## src/logic/ciPackage.sv

```systemverilog
package ciPackage;

  // Decoded custom instruction, numbered after its CPU-side id
  typedef enum logic [7:0] {
    ciNone      = 8'd0,
    ciSwapBytes = 8'd1,
    ciProfile   = 8'd8,
    ciGrayscale = 8'd12
  } ciOpcode;

  typedef logic [31:0] ciWord;

  // 0 cycles, 1 stall, 2 bus idle, 3 reads as zero
  typedef logic [1:0] profileCounterIndex;

  // Grayscale weights, they add up to 256
  localparam logic [7:0] redWeight   = 8'd54;
  localparam logic [7:0] greenWeight = 8'd183;
  localparam logic [7:0] blueWeight  = 8'd19;

endpackage

```

## src/logic/resetSequencer.sv

```systemverilog
`timescale 1ns/1ns

module resetSequencer #(
  parameter int resetCountBits = 5
) (
  input  logic s_systemClock,
  input  logic s_pllLocked,
  output logic coprocessorReset
);

  logic [resetCountBits-1:0] resetCount;

  // Counts up once the clock source is locked, stops on the top bit
  always_ff @(posedge s_systemClock or negedge s_pllLocked) begin
    if (!s_pllLocked) begin
      resetCount <= '0;
    end else if (!resetCount[resetCountBits-1]) begin
      resetCount <= resetCount + 1'b1;
    end
  end

  assign coprocessorReset = ~resetCount[resetCountBits-1];

endmodule

```

## src/logic/ciDispatch.sv

```systemverilog
`timescale 1ns/1ns

module ciDispatch import ciPackage::*; (
  input  logic    s_systemClock,
  input  logic    coprocessorReset,
  input  logic    ciStart,
  input  logic    [7:0] ciN,
  input  ciWord   ciDataA,
  input  ciWord   ciDataB,
  output logic    stageValid,
  output ciOpcode stageOpcode,
  output ciWord   stageDataA,
  output ciWord   stageDataB
);

  ciOpcode decodedOpcode;

  always_comb begin
    case (ciN)
      8'd1:    decodedOpcode = ciSwapBytes;
      8'd8:    decodedOpcode = ciProfile;
      8'd12:   decodedOpcode = ciGrayscale;
      default: decodedOpcode = ciNone; // Not ours, dropped here
    endcase
  end

  always_ff @(posedge s_systemClock or posedge coprocessorReset) begin
    if (coprocessorReset) begin
      stageValid  <= 1'b0;
      stageOpcode <= ciNone;
    end else begin
      stageValid  <= ciStart && (decodedOpcode != ciNone);
      stageOpcode <= decodedOpcode;
    end
  end

  always_ff @(posedge s_systemClock) begin
    stageDataA <= ciDataA;
    stageDataB <= ciDataB;
  end

endmodule

```

## src/logic/profileCounters.sv

```systemverilog
`timescale 1ns/1ns

module profileCounters import ciPackage::*; #(
  parameter int counterWidth = 32
) (
  input  logic               s_systemClock,
  input  logic               coprocessorReset,
  input  logic               stall,
  input  logic               busIdle,
  input  logic               controlStrobe,
  input  ciWord              controlWord,
  input  profileCounterIndex readIndex,
  output ciWord              readValue
);

  logic [counterWidth-1:0] counterValue [3];
  logic [2:0]              counterEnabled;
  logic [2:0]              countEvent;
  logic [2:0]              enableMask;
  logic [2:0]              disableMask;
  logic [2:0]              clearMask;

  assign countEvent = {busIdle, stall, 1'b1}; // Counter 0 sees every cycle

  // Control fields are only honoured on a profiling instruction
  assign enableMask  = controlStrobe ? controlWord[2:0]  : 3'b000;
  assign disableMask = controlStrobe ? controlWord[6:4]  : 3'b000;
  assign clearMask   = controlStrobe ? controlWord[10:8] : 3'b000;

  always_ff @(posedge s_systemClock or posedge coprocessorReset) begin
    if (coprocessorReset) begin
      counterEnabled <= 3'b000;
    end else begin
      counterEnabled <= (counterEnabled | enableMask) & ~disableMask; // Disable wins
    end
  end

  always_ff @(posedge s_systemClock or posedge coprocessorReset) begin
    if (coprocessorReset) begin
      for (int i = 0; i < 3; i++) begin
        counterValue[i] <= '0;
      end
    end else begin
      for (int i = 0; i < 3; i++) begin
        if (clearMask[i]) begin
          counterValue[i] <= '0;
        end else if (counterEnabled[i] && countEvent[i]) begin
          counterValue[i] <= counterValue[i] + 1'b1;
        end
      end
    end
  end

  // Zero-extended to a full word
  always_comb begin
    readValue = '0;
    case (readIndex)
      2'd0:    readValue[counterWidth-1:0] = counterValue[0];
      2'd1:    readValue[counterWidth-1:0] = counterValue[1];
      2'd2:    readValue[counterWidth-1:0] = counterValue[2];
      default: readValue = '0;
    endcase
  end

endmodule

```

## src/logic/ciExecute.sv

```systemverilog
`timescale 1ns/1ns

module ciExecute import ciPackage::*; #(
  parameter int counterWidth = 32
) (
  input  logic        s_systemClock,
  input  logic        coprocessorReset,
  input  logic        stall,
  input  logic        busIdle,
  input  logic        stageValid,
  input  ciOpcode     stageOpcode,
  input  ciWord       stageDataA,
  input  ciWord       stageDataB,
  output logic        resultValid,
  output ciOpcode     resultOpcode,
  output ciWord       swapWord,
  output ciWord       profileWord,
  output logic [15:0] redProduct,
  output logic [15:0] greenProduct,
  output logic [15:0] blueProduct
);

  logic  profileStrobe;
  ciWord counterRead;
  logic  [7:0] red8;
  logic  [7:0] green8;
  logic  [7:0] blue8;

  assign profileStrobe = stageValid && (stageOpcode == ciProfile);

  profileCounters #(
    .counterWidth(counterWidth)
  ) counters (
    .s_systemClock(s_systemClock),
    .coprocessorReset(coprocessorReset),
    .stall(stall),
    .busIdle(busIdle),
    .controlStrobe(profileStrobe),
    .controlWord(stageDataB),
    .readIndex(stageDataA[1:0]),
    .readValue(counterRead)
  );

  // RGB565 channels widened to 8 bits
  assign red8   = {stageDataA[15:11], 3'b000};
  assign green8 = {stageDataA[10:5], 2'b00};
  assign blue8  = {stageDataA[4:0], 3'b000};

  always_ff @(posedge s_systemClock or posedge coprocessorReset) begin
    if (coprocessorReset) begin
      resultValid  <= 1'b0;
      resultOpcode <= ciNone;
    end else begin
      resultValid  <= stageValid;
      resultOpcode <= stageOpcode;
    end
  end

  always_ff @(posedge s_systemClock) begin
    swapWord     <= {stageDataA[7:0], stageDataA[15:8], stageDataA[23:16], stageDataA[31:24]};
    profileWord  <= counterRead; // Value before this edge's control
    redProduct   <= red8 * redWeight;
    greenProduct <= green8 * greenWeight;
    blueProduct  <= blue8 * blueWeight;
  end

endmodule

```

## src/logic/ciResultStage.sv

```systemverilog
`timescale 1ns/1ns

module ciResultStage import ciPackage::*; (
  input  logic        s_systemClock,
  input  logic        coprocessorReset,
  input  logic        resultValid,
  input  ciOpcode     resultOpcode,
  input  ciWord       swapWord,
  input  ciWord       profileWord,
  input  logic [15:0] redProduct,
  input  logic [15:0] greenProduct,
  input  logic [15:0] blueProduct,
  output logic        ciDone,
  output ciWord       ciResult
);

  logic  [15:0] graySum;
  ciWord grayWord;
  ciWord selectedWord;

  // Weights add up to 256, so 16 bits cannot overflow
  assign graySum  = redProduct + greenProduct + blueProduct;
  assign grayWord = {24'd0, graySum[15:8]};

  always_comb begin
    case (resultOpcode)
      ciSwapBytes: selectedWord = swapWord;
      ciProfile:   selectedWord = profileWord;
      ciGrayscale: selectedWord = grayWord;
      default:     selectedWord = '0;
    endcase
  end

  // Result bus stays at zero between done pulses
  always_ff @(posedge s_systemClock or posedge coprocessorReset) begin
    if (coprocessorReset) begin
      ciDone   <= 1'b0;
      ciResult <= '0;
    end else begin
      ciDone   <= resultValid;
      ciResult <= resultValid ? selectedWord : '0;
    end
  end

endmodule

```

## src/logic/ciCoprocessor.sv

```systemverilog
`timescale 1ns/1ns

module ciCoprocessor import ciPackage::*; #(
  parameter int resetCountBits = 5,
  parameter int counterWidth   = 32
) (
  input  logic  s_systemClock,
  input  logic  s_pllLocked,
  input  logic  ciStart,
  input  logic  [7:0] ciN,
  input  ciWord ciDataA,
  input  ciWord ciDataB,
  input  logic  stall,
  input  logic  busIdle,
  output logic  resetDone,
  output logic  ciDone,
  output ciWord ciResult
);

  logic        coprocessorReset;
  logic        stageValid;
  ciOpcode     stageOpcode;
  ciWord       stageDataA;
  ciWord       stageDataB;
  logic        resultValid;
  ciOpcode     resultOpcode;
  ciWord       swapWord;
  ciWord       profileWord;
  logic [15:0] redProduct;
  logic [15:0] greenProduct;
  logic [15:0] blueProduct;

  assign resetDone = ~coprocessorReset;

  resetSequencer #(.resetCountBits(resetCountBits)) resetSeq (
    .s_systemClock(s_systemClock),
    .s_pllLocked(s_pllLocked),
    .coprocessorReset(coprocessorReset)
  );

  ciDispatch dispatch (
    .s_systemClock(s_systemClock),
    .coprocessorReset(coprocessorReset),
    .ciStart(ciStart),
    .ciN(ciN),
    .ciDataA(ciDataA),
    .ciDataB(ciDataB),
    .stageValid(stageValid),
    .stageOpcode(stageOpcode),
    .stageDataA(stageDataA),
    .stageDataB(stageDataB)
  );

  ciExecute #(.counterWidth(counterWidth)) execute (
    .s_systemClock(s_systemClock),
    .coprocessorReset(coprocessorReset),
    .stall(stall),
    .busIdle(busIdle),
    .stageValid(stageValid),
    .stageOpcode(stageOpcode),
    .stageDataA(stageDataA),
    .stageDataB(stageDataB),
    .resultValid(resultValid),
    .resultOpcode(resultOpcode),
    .swapWord(swapWord),
    .profileWord(profileWord),
    .redProduct(redProduct),
    .greenProduct(greenProduct),
    .blueProduct(blueProduct)
  );

  ciResultStage result (
    .s_systemClock(s_systemClock),
    .coprocessorReset(coprocessorReset),
    .resultValid(resultValid),
    .resultOpcode(resultOpcode),
    .swapWord(swapWord),
    .profileWord(profileWord),
    .redProduct(redProduct),
    .greenProduct(greenProduct),
    .blueProduct(blueProduct),
    .ciDone(ciDone),
    .ciResult(ciResult)
  );

endmodule

```

## config.mk

```make
export PLATFORM = sky130hd
export DESIGN_NAME = ciCoprocessor
export DESIGN_NICKNAME = d
export VERILOG_FILES = /design/src/logic/ciPackage.sv /design/src/logic/resetSequencer.sv /design/src/logic/ciDispatch.sv /design/src/logic/profileCounters.sv /design/src/logic/ciExecute.sv /design/src/logic/ciResultStage.sv /design/src/logic/ciCoprocessor.sv
export SDC_FILE = /design/constraint.sdc
export NUM_CORES = 1
export LEC_CHECK = 0
export BUFFER_PORTS_ARGS = -buffer_cell sky130_fd_sc_hd__buf_2
export CAP_MARGIN = 20
export CELL_PAD_IN_SITES_DETAIL_PLACEMENT = 1
export CELL_PAD_IN_SITES_GLOBAL_PLACEMENT = 1
export CORE_ASPECT_RATIO = 1.2
export CORE_MARGIN = 2
export CORE_UTILIZATION = 40
export DETAILED_ROUTE_END_ITERATION = 7
export PLACE_DENSITY_LB_ADDON = 0.1
export SLEW_MARGIN = 40
export SYNTH_ARGS = -nofsm -noshare
export SYNTH_HDL_FRONTEND = slang
export SYNTH_SLANG_ARGS = --single-unit
```

## constraint.sdc

```tcl
create_clock -name s_systemClock -period 4.9 [get_ports s_systemClock]
set_input_delay 0.735 -clock s_systemClock [delete_from_list [all_inputs] [get_ports s_systemClock]]
set_output_delay 0.735 -clock s_systemClock [all_outputs]
set_load 0.01 [all_outputs]
```

==> results of run 1 <==
state kept, by name, summed over array words and instances, names as in the netlist:
name / cells
execute.resultOpcode: 3
execute.counters.counterEnabled: 3
dispatch.stageDataA: 32
result.ciDone: 1
execute.redProduct: 9
execute.swapWord: 32
resetSeq.resetCount: 5
execute.resultValid: 1
dispatch.stageOpcode: 3
dispatch.stageValid: 1
execute.greenProduct: 13
result.ciResult: 32
execute.counters.counterValue: 96
execute.blueProduct: 9
dispatch.stageDataB: 9
execute.profileWord: 32
cells by family after synthesis:
group / after synthesis / share of synthesized area, %
and+or+nand+nor: 402 / 16.3
DFF: 281 / 51.1
AOI/OAI and AO/OA: 189 / 10.9
adders and majority gates: 105 / 12.1
buffers and inverters: 97 / 2.94
xor gates and xnor gates: 93 / 6.55
muxes: 2 / 0.171
per-stage QoR:
step | power [mW] | area, sq um | hold WS [ps] | utilization, % | cells
floorplan | 3.57 | 12400 | 310 | - | 1169
global placement | 3.91 | 13300 | 312 | 43.6 | 1625
detailed placement | 3.96 | 13400 | 314 | 43.7 | 1626
CTS | 6.66 | 14600 | 239 | 47.7 | 1685
global route | 6.95 | 14600 | 233 | 47.7 | 1685
finish | 6.57 | 14600 | 271 | 47.7 | 1685
synth_stat cells (all sizes together) (9+ instances only):
cell type,n,share of area (%)
a21oi,45,1.8
a222oi,32,2.6
a22oi,31,1.9
and2,9,0.45
and3,17,0.86
clkbuf,37,1.1
dfrtp,145,29
dfxtp,136,22
fa,26,4.2
ha,79,7.9
inv,58,1.8
nand2,55,1.7
nand3,39,1.6
nand4,30,1.6
nor2,152,4.6
nor3,21,0.84
nor4,14,0.75
o21ai,28,1.1
or3,17,0.86
or4,10,0.60
xnor2,43,3.0
xor2,50,3.5
final cells by class:
type | count | area [sq um] | share of cell area (%)
clock buffers | 40 | 912 | 6.26
clock inverters | 18 | 287 | 1.97
inverters | 58 | 218 | 1.49
multi-input cells | 791 | 5750 | 39.5
flip-flops and latches | 281 | 6350 | 43.6
well taps | 396 | 495 | 3.40
repair buffers | 101 | 556 | 3.81
path summary, 6_finish.rpt:
path | endpoint | slack (ps) | cells past startpoint
setup / recovery | execute.greenProduct[13] | 1540 | 11
hold / removal | dispatch.stageDataA[12] | 270 | 1
min in group asynchronous | result.ciResult[0] | 410 | 0
setup reg to reg | execute.greenProduct[13] | 1540 | 11
hold reg to reg | execute.swapWord[0] | 330 | 0
max in group asynchronous | execute.counters.counterValue[40] | 3380 | 2
repair_timing:
action | CTS | global route
hold buffers | 1 | 0
resized for setup | 0 | 0
endpoints found under the hold margin | 5 | 0
power by group through the flow:
stage               clock [mW]  sequential [mW]  combinational, mW
finish                    2.66             2.56               1.35
global route              2.84             2.58               1.54
CTS                       2.73             2.57               1.36
detailed placement           0             2.61               1.34
global placement             0             2.62               1.29
floorplan                    0             2.55               1.02
per-layer routing:
layer | wire length [um] | vias to the layer above | GRT usage (%)
met5 | 0 | - | 0
met4 | 1240 | 0 | 7.83
met3 | 1200 | 60 | 2.62
met2 | 17500 | 148 | 38.6
met1 | 14100 | 4496 | 26.1
li1 | - | 4343 | -
==> key figures, run 1 <==
Outcome
  – Outcome: complete, no violations

Clock network
  – Worst-path clk slew: 60 ps
  – Worst-Skew Late Latency: 560 ps
  – Root Driver: clkbuf_16
  – Max Buffers Root-to-Sink: 3
  – Clock sinks: 281
  – Num CTS Buffers: 31
  – H-tree depth: 1
  – Post CTS Setup Buffer Count: 0
  – CTS tree: built

Power and ir drop
  – Comb power frac: 20.5%
  – Leakage: 6.43 nW
  – P_sw: 1.84 mW
  – Sequential share of power: 39.0%
  – Clock network power share: 40.5%
  – Internal power: 4.73 mW
  – PwrDens: 451 mW/mm^2
  – Maximum vdd drop: 0.327 mV
  – Switching part of the total: 28.1%

Timing
  – Max_slew headroom: 47.2%
  – Maximum clock rate: 297 MHz
  – Final setup vio count: 0
  – Worst-Margin Slew: 793 ps
  – Setup tns final: 0 ps
  – Fin crit period: 3360 ps
  – Final Hold Viols: 0
  – Setup Skew: 9.50 ps
  – Final WS setup: 1540 ps
  – Final Max Slew Viols: 0
  – RSZ-0062 raised after global routing: no
  – Period utilisation layout: 68.6%

Global routing
  – Overflow after GRT: 0
  – First-pass GRT wire length: 53,900 um
  – Initial antenna violation count: 0
  – Pin count of the biggest net entering global routing: 50
  – Vias in the first global route: 9,714
  – Gr usage total: 21.5%

Routing
  – First-pass DRT Iterations: 6
  – Final ANT Viol Nets: 0
  – Via count: 9,047
  – # DRC: 0
  – WL/cell: 20.2 um
  – Final Routed Wirelength: 34,000 um
  – DR iter-0 viols: 532
  – Post-DR vias/cell: 5.37

Floorplanning
  – Die area: 0.0325 sq mm
  – DIE WIDTH: 165 um
  – Core Rows: 70
  – Core area: 0.0306 sq mm
  – Die Ht: 197 um
  – Initial core utilization: 40.7%
  – # IOs: 111

Layout
  – N_diodes: 0
  – Final #Nets: 1,446
  – Area Growth Syn to Fin: 17.2%
  – Most frequent cells in the layout: 152 x nor2_1, 144 x dfrtp_1, 136 x dfxtp_1
  – # fillers: 3,373
  – Commonest non-fill, non-tap cell in the layout: nor2_1
  – Share of cells above drive strength 1: 13.9%

Placement
  – Gpl congestion: 0.818
  – Pre-CTS setup slack: 1510 ps
  – Detail Placement HPWL: 25,300 um
  – IO Port Bufs: 87

Synth
  – Mapped Nets: 1,351
  – Post-Synthesis Cells: 1,169
  – Post-synthesis sequential area ratio: 51.1%
  – Post-synthesis cell area: 0.0124 sq mm
  – Share of flip-flops with an asynchronous set or reset: 51.6%
  – Post-synth EDFFs: 0
  – Yosys reg bits: 281
  – Ys flop type: dfrtp_1
  – Synth warn: 0
  – Post-synth cell types: 64
  – Avg Inst Size Synth: 10.6 sq um

Setup path
  – FF-to-FF Start: dispatch.stageDataA[9]
  – Crit start category: flop
  – Top cell by count, worst path: fa_1
  – Worst-path cell chain: fa_1, inv_1, fa_1, fa_1, inv_1, ha_1, nor2b_1, o21ai_0, a21oi_1, o21a_1, xor2_1
  – CP max-delay cell: fa_1
  – Largest stage delay, worst path: 540 ps
  – Setup crit start: dispatch.stageDataA[9]
  – CP bufs+invs: 2
  – Req. time, crit path: 5340 ps
  – CP delay by family, top: adder cells
  – CP Max Fanout: 6
  – CP endpoint kind: flop
  – Worst endpoint data arrival time: 3810 ps
  – CP Class: flop to flop

Worst hold path
  – Worst Hold Launch: ciDataA[12]
  – Hold crit path type: input pin to flop

Flow run
  – Max-Cap Viols: 0
Power figures use the tool's default switching activity.
==> run 2: changes to the inputs <==
==> constraint.sdc (replaced) <==
create_clock -name s_systemClock -period 3.1 [get_ports s_systemClock]
set_input_delay 0.465 -clock s_systemClock [delete_from_list [all_inputs] [get_ports s_systemClock]]
set_output_delay 0.465 -clock s_systemClock [all_outputs]
set_load 0.01 [all_outputs]
==> run 2 against run 1 <==
Against the previous run: routed wire length up 3.2%; via count rose by 3.6%; sequential power rose by 59%; combinational power up 67%; clock skew increased by 3.0 ps; register-to-register slack worse by 1400 ps; non-clock buffer count grew 55; largest cell class unchanged; largest power group is now sequential cells; highest routed layer unchanged.
==> key figures, run 2 (synthesis gave the netlist of run 1 again) <==
Timing
  – Maximum clock rate: 334 MHz (was 297 MHz)
  – Final WS setup: 107 ps (was 1540 ps)
  – RSZ-0062 raised after global routing: yes (was no)
  – Setup Skew: 12.5 ps (was 9.50 ps)
  – Max_slew headroom: 46.3% (was 47.2%)
  – Fin crit period: 2990 ps (was 3360 ps)
  – Final Hold Viols: 0 (unchanged)
  – Worst-Margin Slew: 805 ps (was 793 ps)
  – Period utilisation layout: 96.6% (was 68.6%)
  – Final setup vio count: 0 (unchanged)
  – Final Max Slew Viols: 0 (unchanged)

Floorplanning
  – Die Ht: 197 um (unchanged)
  – Core Rows: 70 (unchanged)
  – Core area: 0.0306 sq mm (unchanged)
  – # IOs: 111 (unchanged)
  – DIE WIDTH: 165 um (unchanged)
  – Initial core utilization: 40.7% (unchanged)
  – Die area: 0.0325 sq mm (unchanged)

Layout
  – Area Growth Syn to Fin: 20.7% (was 17.2%)
  – Commonest non-fill, non-tap cell in the layout: nor2_1 (unchanged)
  – Final #Nets: 1,500 (was 1,446)
  – Most frequent cells in the layout: 152 x nor2_1, 144 x dfrtp_1, 134 x dfxtp_1 (was 152 x nor2_1, 144 x dfrtp_1, 136 x dfxtp_1)
  – Share of cells above drive strength 1: 15.1% (was 13.9%)
  – Register area: 0.00636 sq mm (was 0.00635 sq mm)
  – Final instance area: 0.0150 sq mm (was 0.0146 sq mm)
  – Most flops, register: execute.counters.counterValue (unchanged)
  – N_diodes: 0 (unchanged)
  – # fillers: 3,338 (was 3,373)
  – Largest register FFs: 96 (unchanged)
  – Area of the multi-input gates: 0.00582 sq mm (was 0.00575 sq mm)

Clock network
  – Root Driver: clkbuf_16 (unchanged)
  – CTS tree: built (unchanged)
  – Clock sinks: 281 (unchanged)
  – Worst-Skew Late Latency: 570 ps (was 560 ps)
  – H-tree depth: 1 (unchanged)
  – Worst-path clk slew: 60 ps (about the same)
  – Num CTS Buffers: 30 (was 31)
  – Max Buffers Root-to-Sink: 3 (unchanged)
  – Post CTS Setup Buffer Count: 0 (unchanged)

Routing
  – Wire length on met2: 18,100 um (was 17,500 um)
  – WL/cell: 20.2 um (about the same)
  – Metal-1 WL: 14,500 um (was 14,100 um)
  – Post-DR vias/cell: 5.39 (was 5.37)
  – First-pass DRT Iterations: 6 (unchanged)
  – Top sig layer: met4 (unchanged)
  – Routed wl met3: 1130 um (was 1200 um)
  – Final ANT Viol Nets: 0 (unchanged)
  – Via count: 9,376 (was 9,047)
  – DR iter-0 viols: 540 (was 532)
  – # DRC: 0 (unchanged)
  – Final Routed Wirelength: 35,100 um (was 34,000 um)

Global routing
  – Initial antenna violation count: 0 (unchanged)
  – Gr usage total: 22.2% (was 21.5%)
  – Pin count of the biggest net entering global routing: 99 (was 50)
  – First-pass GRT wire length: 55,600 um (was 53,900 um)
  – Vias in the first global route: 10,100 (was 9,714)
  – Overflow after GRT: 0 (unchanged)

Flow run
  – Max-Cap Viols: 0 (unchanged)

Setup path
  – Worst endpoint data arrival time: 3440 ps (was 3810 ps)
  – CP endpoint kind: flop (unchanged)
  – CP Max Fanout: 3 (was 6)
  – Crit start category: flop (unchanged)
  – Req. time, crit path: 3550 ps (was 5340 ps)
  – CP Class: flop to flop (unchanged)

Worst hold path
  – Hold crit path type: input pin to flop (unchanged)

Power and ir drop
  – Maximum vdd drop: 0.679 mV (was 0.327 mV)
  – PwrDens: 667 mW/mm^2 (was 451 mW/mm^2)
  – Design Power: 10.0 mW (was 6.57 mW)
  – Leakage: 6.60 nW (was 6.43 nW)

Outcome
  – Outcome: complete, no violations (unchanged)

Placement
  – Gpl congestion: 0.852 (was 0.818)
  – Detail Placement HPWL: 25,800 um (was 25,300 um)
  – Pre-CTS setup slack: -141 ps (was 1510 ps)
  – IO Port Bufs: 87 (unchanged)
  – Placed Area: 0.0135 sq mm (was 0.0134 sq mm)
## run 2: metal layers
metal  GRT usage (%)  vias to the layer above
met5               0                        -
met4            9.02                        0
met3            2.71                       60
met2            39.7                      170
met1            26.8                     4693
li1                -                     4453
## run 2: worst paths after layout
path	startpoint	endpoint	slack, ps	cells past startpoint
min	ciDataA[25]	dispatch.stageDataA[25]	30	1
min reg2reg	resetSeq.resetCount[4]	result.ciResult[6]	280	0
max reg2reg	dispatch.stageDataA[8]	execute.greenProduct[13]	110	11
max in group asynchronous	resetSeq.resetCount[4]	result.ciResult[19]	1920	1
min in group asynchronous	s_pllLocked	resetSeq.resetCount[0]	250	2
max	dispatch.stageDataA[8]	execute.greenProduct[13]	110	11
## run 2: power breakdown
part | internal (mW) | switching (mW) | total (mW)
Sequential | 3.87 | 0.201 | 4.08
Combinational | 1.03 | 1.22 | 2.25
Clock | 2.19 | 1.50 | 3.69
## run 2: metrics by stage
step	hold slack [ps]	std cells	TNS, ps	utilization, %
3_5_place_dp	287	1642	-568	44.1
3_3_place_gp	283	1642	-388	44.1
4_1_cts	1.65	1736	0	48.9
2_1_floorplan	169	1169	0	-
6_report	31.6	1738	0	49.1
5_1_grt	2.27	1738	-49.4	49.1
## run 2: cell type report
class | instances | area share (%)
multi-input combinational | 791 | 38.7
tap | 396 | 3.30
sequential | 281 | 42.3
clock inverter | 10 | 0.392
clock buffer | 46 | 6.58
timing repair buffer | 156 | 7.18
inverter | 58 | 1.45
## run 2: worst max-delay path, stage by stage (launching register included)
cell and delay [ps]:
dfxtp_2 330, fa_1 530, inv_1 50, fa_1 460, fa_1 540, inv_2 50, ha_4 240, nor2b_4 120
o21ai_2 140, a21oi_2 90, o21a_1 190, xor2_1 140
## run 2: timing repair
action,4_1_cts,5_1_grt
pin swaps,5,9
setup endpoints to repair,5,5
gates resized for setup,8,10
hold endpoints to repair,42,2
hold buffers,38,2
